$ cat config.mk
export PLATFORM = sky130hd
export DESIGN_NAME = gpr_bank
export DESIGN_NICKNAME = d
export VERILOG_FILES = /design/src/logic/gpr_cfg_pkg.sv /design/src/logic/gpr_ctl_pkg.sv /design/src/logic/gpr_if.sv /design/src/logic/gpr_write_decode.sv /design/src/logic/gpr_reg_slot.sv /design/src/logic/gpr_read_merge.sv /design/src/logic/gpr_store_lanes.sv /design/src/logic/gpr_bank.sv
export SDC_FILE = /design/constraint.sdc
export NUM_CORES = 1
export LEC_CHECK = 0
export BUFFER_PORTS_ARGS = -buffer_cell sky130_fd_sc_hd__buf_2
export CORE_AREA = 2 2 228 230
export CTS_CLUSTER_DIAMETER = 150
export DETAILED_ROUTE_END_ITERATION = 8
export DIE_AREA = 0 0 230 232
export PLACE_DENSITY_LB_ADDON = 0.12
export SLEW_MARGIN = 30
export SYNTH_ARGS = -nofsm -noshare
export SYNTH_HDL_FRONTEND = slang
export SYNTH_SLANG_ARGS = --single-unit
$ cat constraint.sdc
create_clock -name rclk1 -period 2.17 [get_ports rclk1]
set_clock_uncertainty 0.15 [all_clocks]
set_input_delay 0.217 -clock rclk1 [delete_from_list [all_inputs] [get_ports rclk1]]
set_output_delay 0.217 -clock rclk1 [all_outputs]
set_load 0.01 [all_outputs]
$ cat src/logic/gpr_cfg_pkg.sv
//------------------------------------------------
// register bank geometry: widths, slot count,
// architectural and physical register numbers,
// reset value and the word/address/slot types
//------------------------------------------------
package gpr_cfg_pkg;

   localparam int DATA_W    = 32;   // word width
   localparam int ADDR_W    = 4;    // architectural address width
   localparam int NUM_SLOTS = 16;   // physical registers
   localparam int NUM_LO    = 8;    // r0-r7 visible on lo outputs

   typedef logic [DATA_W-1:0]            data_t;
   typedef logic [ADDR_W-1:0]            addr_t;
   typedef logic [$clog2(NUM_SLOTS)-1:0] slot_t;

   // architectural addresses with special meaning
   localparam addr_t ARCH_SP  = 4'd13;   // banked, msp or psp
   localparam addr_t ARCH_LR  = 4'd14;
   localparam addr_t ARCH_AUX = 4'd15;   // reads zero, writes ignored

   // physical slots above r12
   localparam slot_t SLOT_MSP = 4'd13;
   localparam slot_t SLOT_PSP = 4'd14;
   localparam slot_t SLOT_LR  = 4'd15;

   localparam data_t RESET_VAL = '1;     // every register comes up all ones

endpackage

$ cat src/logic/gpr_ctl_pkg.sv
//------------------------------------------------
// control encodings for the register bank:
// store size of the data phase and the
// active stack pointer selection
//------------------------------------------------
package gpr_ctl_pkg;

   //------------------------------------------------
   // store size, as seen on ls_size_i
   //------------------------------------------------
   typedef enum logic [1:0] {
      LS_BYTE = 2'd0,   // byte store, replicate b0
      LS_HALF = 2'd1,   // half-word store
      LS_WORD = 2'd2,   // full word
      LS_NONE = 2'd3    // no useful store
   } ls_size_e;

   //------------------------------------------------
   // stack pointer behind address 13
   //------------------------------------------------
   typedef enum logic {
      SP_MSP = 1'b0,    // main stack
      SP_PSP = 1'b1     // process stack, reset choice
   } sp_sel_e;

endpackage

$ cat src/logic/gpr_if.sv
//------------------------------------------------
// gpr_slot_if: decoded write and read targets,
// broadcast from the decoder to every slot
// gpr_part_if: per-slot read contributions
//------------------------------------------------
`timescale 1ns/1ps

interface gpr_slot_if;

   gpr_cfg_pkg::slot_t wr_slot;   // physical write target
   logic               wr_go;     // qualified write strobe
   gpr_cfg_pkg::data_t wdata;     // write value
   gpr_cfg_pkg::slot_t ra_slot;   // port a target
   gpr_cfg_pkg::slot_t rb_slot;   // port b target
   logic               ra_ok;     // low for address 15
   logic               rb_ok;

   modport decode (
      output wr_slot, wr_go, wdata,
      output ra_slot, rb_slot, ra_ok, rb_ok
   );

   modport slot (
      input  wr_slot, wr_go, wdata,
      input  ra_slot, rb_slot, ra_ok, rb_ok
   );

endinterface

interface gpr_part_if;

   // element k belongs to slot k, zero unless selected
   gpr_cfg_pkg::data_t ra_part [gpr_cfg_pkg::NUM_SLOTS];
   gpr_cfg_pkg::data_t rb_part [gpr_cfg_pkg::NUM_SLOTS];

   modport slot (
      output ra_part, rb_part
   );

   modport merge (
      input  ra_part, rb_part
   );

endinterface

$ cat src/logic/gpr_write_decode.sv
//------------------------------------------------
// stack pointer select flag, architectural to
// physical slot mapping for both read ports and
// the write port, write strobe qualification
//------------------------------------------------
`timescale 1ns/1ps

module gpr_write_decode (
   input  logic               rclk1,
   input  logic               rar_reset_n,
   input  logic               hready_i,       // core advance
   input  logic               wr_en_i,
   input  logic               sp_sel_en_i,    // update the sp flag
   input  logic               sp_sel_psp_i,   // force psp
   input  logic               sp_sel_auto_i,  // take psp from sp_auto_i
   input  logic               sp_auto_i,
   input  gpr_cfg_pkg::addr_t wr_addr_i,
   input  gpr_cfg_pkg::addr_t ra_addr_i,
   input  gpr_cfg_pkg::addr_t rb_addr_i,
   input  gpr_cfg_pkg::data_t wdata_i,
   gpr_slot_if.decode         slot_o
);

   gpr_ctl_pkg::sp_sel_e sp_sel_q;     // current stack pointer
   gpr_ctl_pkg::sp_sel_e sp_sel_nxt;
   logic                 wr_ok;        // write address not aux

   // 13 steers by flag, 14 is lr, rest map straight
   function automatic gpr_cfg_pkg::slot_t arch_to_slot(
      input gpr_cfg_pkg::addr_t   addr,
      input gpr_ctl_pkg::sp_sel_e sel);
      gpr_cfg_pkg::slot_t slot;
      case (addr)
         gpr_cfg_pkg::ARCH_SP:
            slot = (sel == gpr_ctl_pkg::SP_PSP) ? gpr_cfg_pkg::SLOT_PSP
                                                : gpr_cfg_pkg::SLOT_MSP;
         gpr_cfg_pkg::ARCH_LR: slot = gpr_cfg_pkg::SLOT_LR;
         default:              slot = gpr_cfg_pkg::slot_t'(addr);   // r0-r12, aux masked
      endcase
      return slot;
   endfunction

   //------------------------------------------------
   // stack pointer select flag
   //------------------------------------------------
   assign sp_sel_nxt = (sp_sel_psp_i | (sp_sel_auto_i & sp_auto_i)) ?
                       gpr_ctl_pkg::SP_PSP : gpr_ctl_pkg::SP_MSP;

   always_ff @(posedge rclk1 or negedge rar_reset_n) begin
      if (!rar_reset_n)
         sp_sel_q <= gpr_ctl_pkg::SP_PSP;
      else if (sp_sel_en_i && hready_i)   // held while advance is low
         sp_sel_q <= sp_sel_nxt;
   end

   //------------------------------------------------
   // slot mapping and strobes
   //------------------------------------------------
   assign wr_ok          = (wr_addr_i != gpr_cfg_pkg::ARCH_AUX);
   assign slot_o.wr_slot = arch_to_slot(wr_addr_i, sp_sel_q);
   assign slot_o.wr_go   = wr_en_i & hready_i & wr_ok;
   assign slot_o.wdata   = wdata_i;

   assign slot_o.ra_slot = arch_to_slot(ra_addr_i, sp_sel_q);
   assign slot_o.rb_slot = arch_to_slot(rb_addr_i, sp_sel_q);
   assign slot_o.ra_ok   = (ra_addr_i != gpr_cfg_pkg::ARCH_AUX);   // aux reads zero
   assign slot_o.rb_ok   = (rb_addr_i != gpr_cfg_pkg::ARCH_AUX);

endmodule

$ cat src/logic/gpr_reg_slot.sv
//------------------------------------------------
// one physical register: write match, load,
// word alignment for the stack pointer slots,
// gated contributions to both read ports
//------------------------------------------------
`timescale 1ns/1ps

module gpr_reg_slot #(
   parameter int SLOT_IDX = 0          // physical slot number
) (
   input  logic      rclk1,
   input  logic      rar_reset_n,
   gpr_slot_if.slot  slot_i,
   gpr_part_if.slot  part_o
);

   localparam gpr_cfg_pkg::slot_t MY_SLOT = gpr_cfg_pkg::slot_t'(SLOT_IDX);

   // msp and psp keep bits [1:0] at zero
   localparam logic IS_SP = (MY_SLOT == gpr_cfg_pkg::SLOT_MSP) ||
                            (MY_SLOT == gpr_cfg_pkg::SLOT_PSP);
   localparam gpr_cfg_pkg::data_t KEEP = IS_SP ? ~gpr_cfg_pkg::data_t'(3) : '1;

   gpr_cfg_pkg::data_t q;              // register contents
   logic               wr_hit;
   logic               ra_hit;
   logic               rb_hit;

   assign wr_hit = slot_i.wr_go & (slot_i.wr_slot == MY_SLOT);

   always_ff @(posedge rclk1 or negedge rar_reset_n) begin
      if (!rar_reset_n)
         q <= gpr_cfg_pkg::RESET_VAL & KEEP;
      else if (wr_hit)
         q <= slot_i.wdata & KEEP;     // align sp on the way in
   end

   //------------------------------------------------
   // read contributions, zero when not selected
   //------------------------------------------------
   assign ra_hit = slot_i.ra_ok & (slot_i.ra_slot == MY_SLOT);
   assign rb_hit = slot_i.rb_ok & (slot_i.rb_slot == MY_SLOT);

   assign part_o.ra_part[SLOT_IDX] = ra_hit ? q : '0;
   assign part_o.rb_part[SLOT_IDX] = rb_hit ? q : '0;

endmodule

$ cat src/logic/gpr_read_merge.sv
//------------------------------------------------
// or-merge of the slot contributions into
// lo (r0-r7 only) and hi (any register) read
// data for both ports
//------------------------------------------------
`timescale 1ns/1ps

module gpr_read_merge (
   gpr_part_if.merge                part_i,
   output gpr_cfg_pkg::data_t       ra_lo_o,   // valid for r0-r7, else zero
   output gpr_cfg_pkg::data_t       ra_hi_o,   // valid for any register
   output gpr_cfg_pkg::data_t       rb_lo_o,
   output gpr_cfg_pkg::data_t       rb_hi_o
);

   // at most one slot per port is non-zero, so or is a mux
   always_comb begin
      gpr_cfg_pkg::data_t ra_lo;
      gpr_cfg_pkg::data_t ra_hi;
      gpr_cfg_pkg::data_t rb_lo;
      gpr_cfg_pkg::data_t rb_hi;

      ra_lo = '0;
      rb_lo = '0;
      for (int k = 0; k < gpr_cfg_pkg::NUM_LO; k++) begin
         ra_lo |= part_i.ra_part[k];
         rb_lo |= part_i.rb_part[k];
      end

      // hi picks up the lo result plus the upper slots
      ra_hi = ra_lo;
      rb_hi = rb_lo;
      for (int k = gpr_cfg_pkg::NUM_LO; k < gpr_cfg_pkg::NUM_SLOTS; k++) begin
         ra_hi |= part_i.ra_part[k];
         rb_hi |= part_i.rb_part[k];
      end

      ra_lo_o = ra_lo;
      ra_hi_o = ra_hi;
      rb_lo_o = rb_lo;
      rb_hi_o = rb_hi;
   end

endmodule

$ cat src/logic/gpr_store_lanes.sv
//------------------------------------------------
// store data byte-lane replicator, little
// endian only, built from read port b data
//------------------------------------------------
`timescale 1ns/1ps

module gpr_store_lanes (
   input  gpr_cfg_pkg::data_t    rb_data_i,     // store value
   input  gpr_ctl_pkg::ls_size_e ls_size_i,
   input  logic                  write_last_i,  // bus write data phase
   output gpr_cfg_pkg::data_t    hwdata_o
);

   logic [7:0] b0;
   logic [7:0] b1;
   logic [7:0] b2;
   logic [7:0] b3;

   assign b0 = rb_data_i[7:0];
   assign b1 = rb_data_i[15:8];
   assign b2 = rb_data_i[23:16];
   assign b3 = rb_data_i[31:24];

   //------------------------------------------------
   // lanes listed 3 down to 0
   //------------------------------------------------
   always_comb begin
      if (write_last_i) begin
         case (ls_size_i)
            gpr_ctl_pkg::LS_BYTE: hwdata_o = {b0, b0, b0, b0};   // every lane
            gpr_ctl_pkg::LS_HALF: hwdata_o = {b1, b0, b1, b0};   // both halves
            gpr_ctl_pkg::LS_WORD: hwdata_o = {b3, b2, b1, b0};
            default:              hwdata_o = {8'h00, b0, b1, b0};
         endcase
      end
      else begin
         // not in a write data phase
         hwdata_o = {8'h00, b0, b1, 8'h00};
      end
   end

endmodule

$ cat src/logic/gpr_bank.sv
//------------------------------------------------
// register bank top: write/select decoder,
// sixteen register slots, read merger and the
// store lane replicator, plain ports only
//------------------------------------------------
`timescale 1ns/1ps

module gpr_bank (
   input  logic                             rclk1,
   input  logic                             rar_reset_n,

   // core control
   input  logic                             hready_i,       // advance, low holds all state
   input  logic                             wr_en_i,
   input  logic                             sp_sel_en_i,
   input  logic                             sp_sel_psp_i,
   input  logic                             sp_sel_auto_i,
   input  logic                             sp_auto_i,      // control bit choice of sp
   input  logic                             write_last_i,

   // addresses and data
   input  logic [gpr_cfg_pkg::ADDR_W-1:0]   wr_addr_i,
   input  logic [gpr_cfg_pkg::ADDR_W-1:0]   ra_addr_i,
   input  logic [gpr_cfg_pkg::ADDR_W-1:0]   rb_addr_i,
   input  logic [1:0]                       ls_size_i,      // store size encoding
   input  logic [gpr_cfg_pkg::DATA_W-1:0]   wdata_i,

   // read ports and bus write data
   output logic [gpr_cfg_pkg::DATA_W-1:0]   ra_data_lo_o,
   output logic [gpr_cfg_pkg::DATA_W-1:0]   ra_data_hi_o,
   output logic [gpr_cfg_pkg::DATA_W-1:0]   rb_data_lo_o,
   output logic [gpr_cfg_pkg::DATA_W-1:0]   rb_data_hi_o,
   output logic [gpr_cfg_pkg::DATA_W-1:0]   hwdata_o
);

   gpr_slot_if u_slot_if ();   // decoder to slots
   gpr_part_if u_part_if ();   // slots to merger

   //------------------------------------------------
   // write and select decode
   //------------------------------------------------
   gpr_write_decode u_decode (
      .rclk1         (rclk1),
      .rar_reset_n   (rar_reset_n),
      .hready_i      (hready_i),
      .wr_en_i       (wr_en_i),
      .sp_sel_en_i   (sp_sel_en_i),
      .sp_sel_psp_i  (sp_sel_psp_i),
      .sp_sel_auto_i (sp_sel_auto_i),
      .sp_auto_i     (sp_auto_i),
      .wr_addr_i     (wr_addr_i),
      .ra_addr_i     (ra_addr_i),
      .rb_addr_i     (rb_addr_i),
      .wdata_i       (wdata_i),
      .slot_o        (u_slot_if.decode)
   );

   //------------------------------------------------
   // physical registers, r0-r12, msp, psp, lr
   //------------------------------------------------
   for (genvar k = 0; k < gpr_cfg_pkg::NUM_SLOTS; k++) begin : g_slot
      gpr_reg_slot #(
         .SLOT_IDX (k)
      ) u_slot (
         .rclk1       (rclk1),
         .rar_reset_n (rar_reset_n),
         .slot_i      (u_slot_if.slot),
         .part_o      (u_part_if.slot)
      );
   end

   //------------------------------------------------
   // read data and store lanes
   //------------------------------------------------
   gpr_read_merge u_merge (
      .part_i  (u_part_if.merge),
      .ra_lo_o (ra_data_lo_o),
      .ra_hi_o (ra_data_hi_o),
      .rb_lo_o (rb_data_lo_o),
      .rb_hi_o (rb_data_hi_o)
   );

   // store value comes from port b hi
   gpr_store_lanes u_lanes (
      .rb_data_i    (rb_data_hi_o),
      .ls_size_i    (gpr_ctl_pkg::ls_size_e'(ls_size_i)),
      .write_last_i (write_last_i),
      .hwdata_o     (hwdata_o)
   );

endmodule

==> run_results.csv, run 1 <==
group,metric,value,unit
grt,first_global_vias,24200,
run,maxCapViolations,0,
logic_synthesis,synth_area,27650,um2
critical_path,critPathMaxFanout,7,
critical_path,crit_slowest_cell,"dfstp_2",
logic_synthesis,synth_fp_nets,2303,
critical_path,crit_type,"flip-flop to output pin",
routing,first_pass_iters,9,
floorplanning,io-pin-count,215,
timing,relSlewSlack,0.5353,
placed_design,finalWeightedCongestion,1.003,
floorplanning,core-area,50890,um2
logic_synthesis,synthFlopType,"dfstp_2",
power_and_ir_drop,powerDensity,868.0,nW/um2
cells_and_area,final_layout_size_suffix_gt1_frac,0.6997,
critical_path,rrSetupSlack,0.27,ns
logic_synthesis,async_flop_share,1.000,
routing,wl_per_cell,32.70,um
timing,fin_tns_setup,-87.45,ns
critical_path,worstPathCellList,"buf_12 > buf_12 > buf_12 > buf_4 > mux2i_2 > o22ai_2 > o41ai_2 > o221ai_2 > buf_2",
logic_synthesis,ys_warn_count,0,
critical_path,slowest_delay,0.55,ns
critical_path,cp.required,1.80,ns
cells_and_area,fin_util,0.7253,
timing,rsz0062_at_grt,"yes",
timing,fmax,0.3165,GHz
clock_tree,cts_max_path_buffers,3,
timing,finalWorstSetupSlack,-0.9900,ns
critical_path,critical_path.top_delay_family,"buffers and inverters",
logic_synthesis,syn_inst,2248,
timing,period_share,1.456,
power_and_ir_drop,ir_drop,0.6140,mV
power_and_ir_drop,p_leak,15.90,nW
placed_design,dpl.hpwl,74970,um
logic_synthesis,yosysSeqAreaShare,0.4836,
critical_path,worst_path_most_repeated_cell,"buf_12",
placed_design,io_buffers,214,
clock_tree,clkTransAtPathRegs,0.06,ns
routing,avgViaCountPerCell,6.925,
routing,drt_iter0_markers,3166,
critical_path,crit_arrival,2.79,ns
clock_tree,cts_tree,"built",
logic_synthesis,synth_top_cell_by_area,"dfstp_2",
critical_path,worstSetupEndpointType,"output pin",
routing,drc,0,
clock_tree,h-tree-depth,2,
min_path,hp-class,"input port to async pin",
grt,grt_max_degree,68,
cells_and_area,mostFrequentLayoutCell,"mux2_2",
logic_synthesis,synth_seq_cells,509,
floorplanning,die_area,53360,um2
critical_path,critPathLaunchType,"flip-flop",
grt,antenna_found_initial,1,
logic_synthesis,ys_types,66,
cells_and_area,nets,2843,
outcome,outcome,"complete, but fails checks",
routing,finalWirelength,114700,um
timing,slew_viol_final,0,
clock_tree,cts_root_buffer,"clkbuf_16",
floorplanning,die_w,230,um
routing,vias,24290,
logic_synthesis,avgSynthCellArea,12.30,um2
floorplanning,die_h,232,um
timing,hold_viol_final,0,
clock_tree,numCtsBuffers,55,
logic_synthesis,yosys-top-cells-area,"dfstp_2 48%, mux2_2 22%, mux2i_1 5.2%",
logic_synthesis,synth_top_cell_area_share,0.4836,
floorplanning,start_util,0.5434,
timing,setup_violations,159,
clock_tree,clkSinkCount,509,
cells_and_area,most-common-layout-cells,"522 x mux2_2, 509 x dfstp_2, 273 x buf_4",
logic_synthesis,synth_edf_count,0,
grt,grt_usage,0.4193,
clock_tree,clock_latency,0.62,ns
cells_and_area,fillCellCount,3442,
outcome,violations,"setup timing",
timing,final.min_clock_period,3.160,ns
floorplanning,rows,83,
timing,tightestPinTransition,0.6939,ns
grt,grt_pass1_wl,164800,um
cells_and_area,area_delta_synth_final,33.47,%
grt,grt_overflow,0,
routing,final_antenna_net_count,0,
critical_path,path_buf_inv,5,
[timing repair]
action | 4_1_cts | 5_1_grt
endpoints found under the setup margin | 160 | 160
hold buffers | 35 | 0
gates resized for setup | 219 | 138
pin swaps | 110 | 99
buffers inserted | 50 | 22
hold endpoints to repair | 621 | 0
[kinds of logic after synthesis]
kind of cell           Yosys count  synth area share
AOI/OAI and AO/OA              445            0.1272
DFF                            509            0.4836
muxes                          682            0.2716
buffers and inverters          238           0.03891
and+or+nand+nor                374           0.07864
[path summary, 6_finish.rpt]
| check | to | depth (start not counted) | from |
|---|---|---|---|
| min | g_slot[5].u_slot.q[8] | 2 | rar_reset_n |
| min reg2reg | g_slot[5].u_slot.q[26] | 1 | g_slot[5].u_slot.q[26] |
| max in group asynchronous | g_slot[5].u_slot.q[4] | 4 | rar_reset_n |
| max reg2reg | g_slot[13].u_slot.q[23] | 5 | u_decode.sp_sel_q |
| min in group rclk1 | g_slot[3].u_slot.q[5] | 4 | wr_addr_i[3] |
| max | hwdata_o[29] | 9 | u_decode.sp_sel_q |
[synth_stat cells, types with 11 or more instances]
cell type and count:
buf_4 15, a222oi_1 56, nor2b_1 16, nor2_1 53, a21oi_1 37, o22ai_1 35, and2_1 17, a221o_1 11
nor3b_1 12, mux2i_1 144, buf_2 47, nand2b_1 11, o22a_1 13, clkbuf_1 117, o221ai_1 14, a22o_1 26
dfstp_2 509, nand3b_1 37, o21ai_0 25, buf_1 21, a2111o_1 12, nand3_1 68, and3_1 18, nand2_1 62
inv_1 29, a211o_1 27, mux2_2 535, a22oi_1 157
[through the flow]
step	setup WS (ns)	std cells	total power, mW	hold slack, ns	cell area [um2]
3_5_place_dp	-0.9619	3327	21.09	0.09295	32790
6_report	-0.9900	3508	32.04	0.03470	36910
2_1_floorplan	-0.04226	2248	17.55	-0.08084	27740
4_1_cts	-0.9474	3496	31.37	0.04649	36210
3_3_place_gp	-1.044	3327	20.82	0.09049	32780
5_1_grt	-1.025	3507	33.00	0.08119	36910
[metal layers]
| layer | vias to the layer above | track usage | wire [um] | share of wire |
|---|---|---|---|---|
| met5 | - | 0 | 18 | 0.00016 |
| met4 | 2 | 0.2546 | 8387 | 0.073 |
| met3 | 543 | 0.09799 | 12790 | 0.11 |
| met2 | 1723 | 0.6375 | 50760 | 0.44 |
| met1 | 12320 | 0.5455 | 42770 | 0.37 |
| li1 | 9704 | - | - | - |
[flip-flops by register name, indices dropped and copies added, names as in the netlist]
register,cells
g_slot.u_slot.q,508
u_decode.sp_sel_q,1
[power by group]
part	leakage [nW]	total, mW	internal (mW)	switching, mW
combinational	9.70	8.14	4.38	3.76
clock	0.882	9.59	5.56	4.03
sequential	5.32	14.3	12.7	1.62
total	15.9	32.0	22.6	9.41
[cell type report]
| cell class | count | area [um2] | area share |
|---|---|---|---|
| Clock inverter | 14 | 187.7 | 0.005085 |
| Multi-Input combinational cell | 1501 | 14270 | 0.3865 |
| Antenna cell | 1 | 2.502 | 0.00006780 |
| Timing Repair Buffer | 692 | 6502 | 0.1762 |
| Tap cell | 680 | 850.8 | 0.02305 |
| Inverter | 29 | 116.4 | 0.003153 |
| Clock buffer | 82 | 1609 | 0.04359 |
| Sequential cell | 509 | 13370 | 0.3624 |
Note: power is estimated with default switching activity, not from simulation.
==> run 2, diff against run 1 <==
--- a/config.mk
+++ b/config.mk
@@ -6,12 +6,11 @@
 export NUM_CORES = 1
 export LEC_CHECK = 0
 export BUFFER_PORTS_ARGS = -buffer_cell sky130_fd_sc_hd__buf_2
-export CORE_AREA = 2 2 228 230
 export CTS_CLUSTER_DIAMETER = 150
 export DETAILED_ROUTE_END_ITERATION = 8
-export DIE_AREA = 0 0 230 232
-export PLACE_DENSITY_LB_ADDON = 0.12
+export GPL_ROUTABILITY_DRIVEN = 0
 export SLEW_MARGIN = 30
 export SYNTH_ARGS = -nofsm -noshare
 export SYNTH_HDL_FRONTEND = slang
+export SYNTH_HIERARCHICAL = 1
 export SYNTH_SLANG_ARGS = --single-unit
==> run 2 against run 1 <==
  * The flow now stops in synthesis (1_2_yosys)
==> run_results.csv, run 2 <==
group,metric,value,unit
outcome,outcome,"stopped before the end",
outcome,outcome.stop_stage,"synthesis (1_2_yosys)",
outcome,error_line,"ERROR: Found 1024 problems in 'check -assert'.",
logic_synthesis,synthTopCellsByCount,"15400 x buf_4, 1000 x and2_1, 509 x dfstp_2",
logic_synthesis,ys_types,43,
logic_synthesis,yosys-stat-cells,18170,
logic_synthesis,async_flop_share,1.000,
logic_synthesis,synthFlopType,"dfstp_2",
logic_synthesis,yosysSeqAreaShare,0.09069,
logic_synthesis,ys_warn_count,0,
logic_synthesis,synth_top_cell_area_share,0.7840,
logic_synthesis,yosys_area,147500,um2
logic_synthesis,yosys-top-cells-area,"buf_4 78%, dfstp_2 9.1%, and2_1 4.2%",
logic_synthesis,synth_top_cell_by_area,"buf_4",
logic_synthesis,synth_edf_count,0,
logic_synthesis,yosysMostFrequentCell,"buf_4",
logic_synthesis,synth_seq_cells,509,
[run 2: changes by cell type after synthesis, moves of 35 or more]
cell      previous run  this run
and2_1              17      1000
mux2i_1            144         8
buf_4               15     15401
o22ai_1             35         0
mux2_2             535       146
mux2_4               0       368
a222oi_1            56         0
nor4_1               6       257
a21oi_1             37         2
a22oi_1            157         0
buf_2               47         1
nand4_1             10        72
nand3_1             68         9
[run 2: cell families after synthesis]
kind of cell | Yosys count | synth area share
buffers and inverters | 15560 | 0.7923
and+or+nand+nor | 1530 | 0.06586
muxes | 532 | 0.04992
DFF | 509 | 0.09069
AOI/OAI and AO/OA | 18 | 0.0008485
other | 16 | 0.0004073
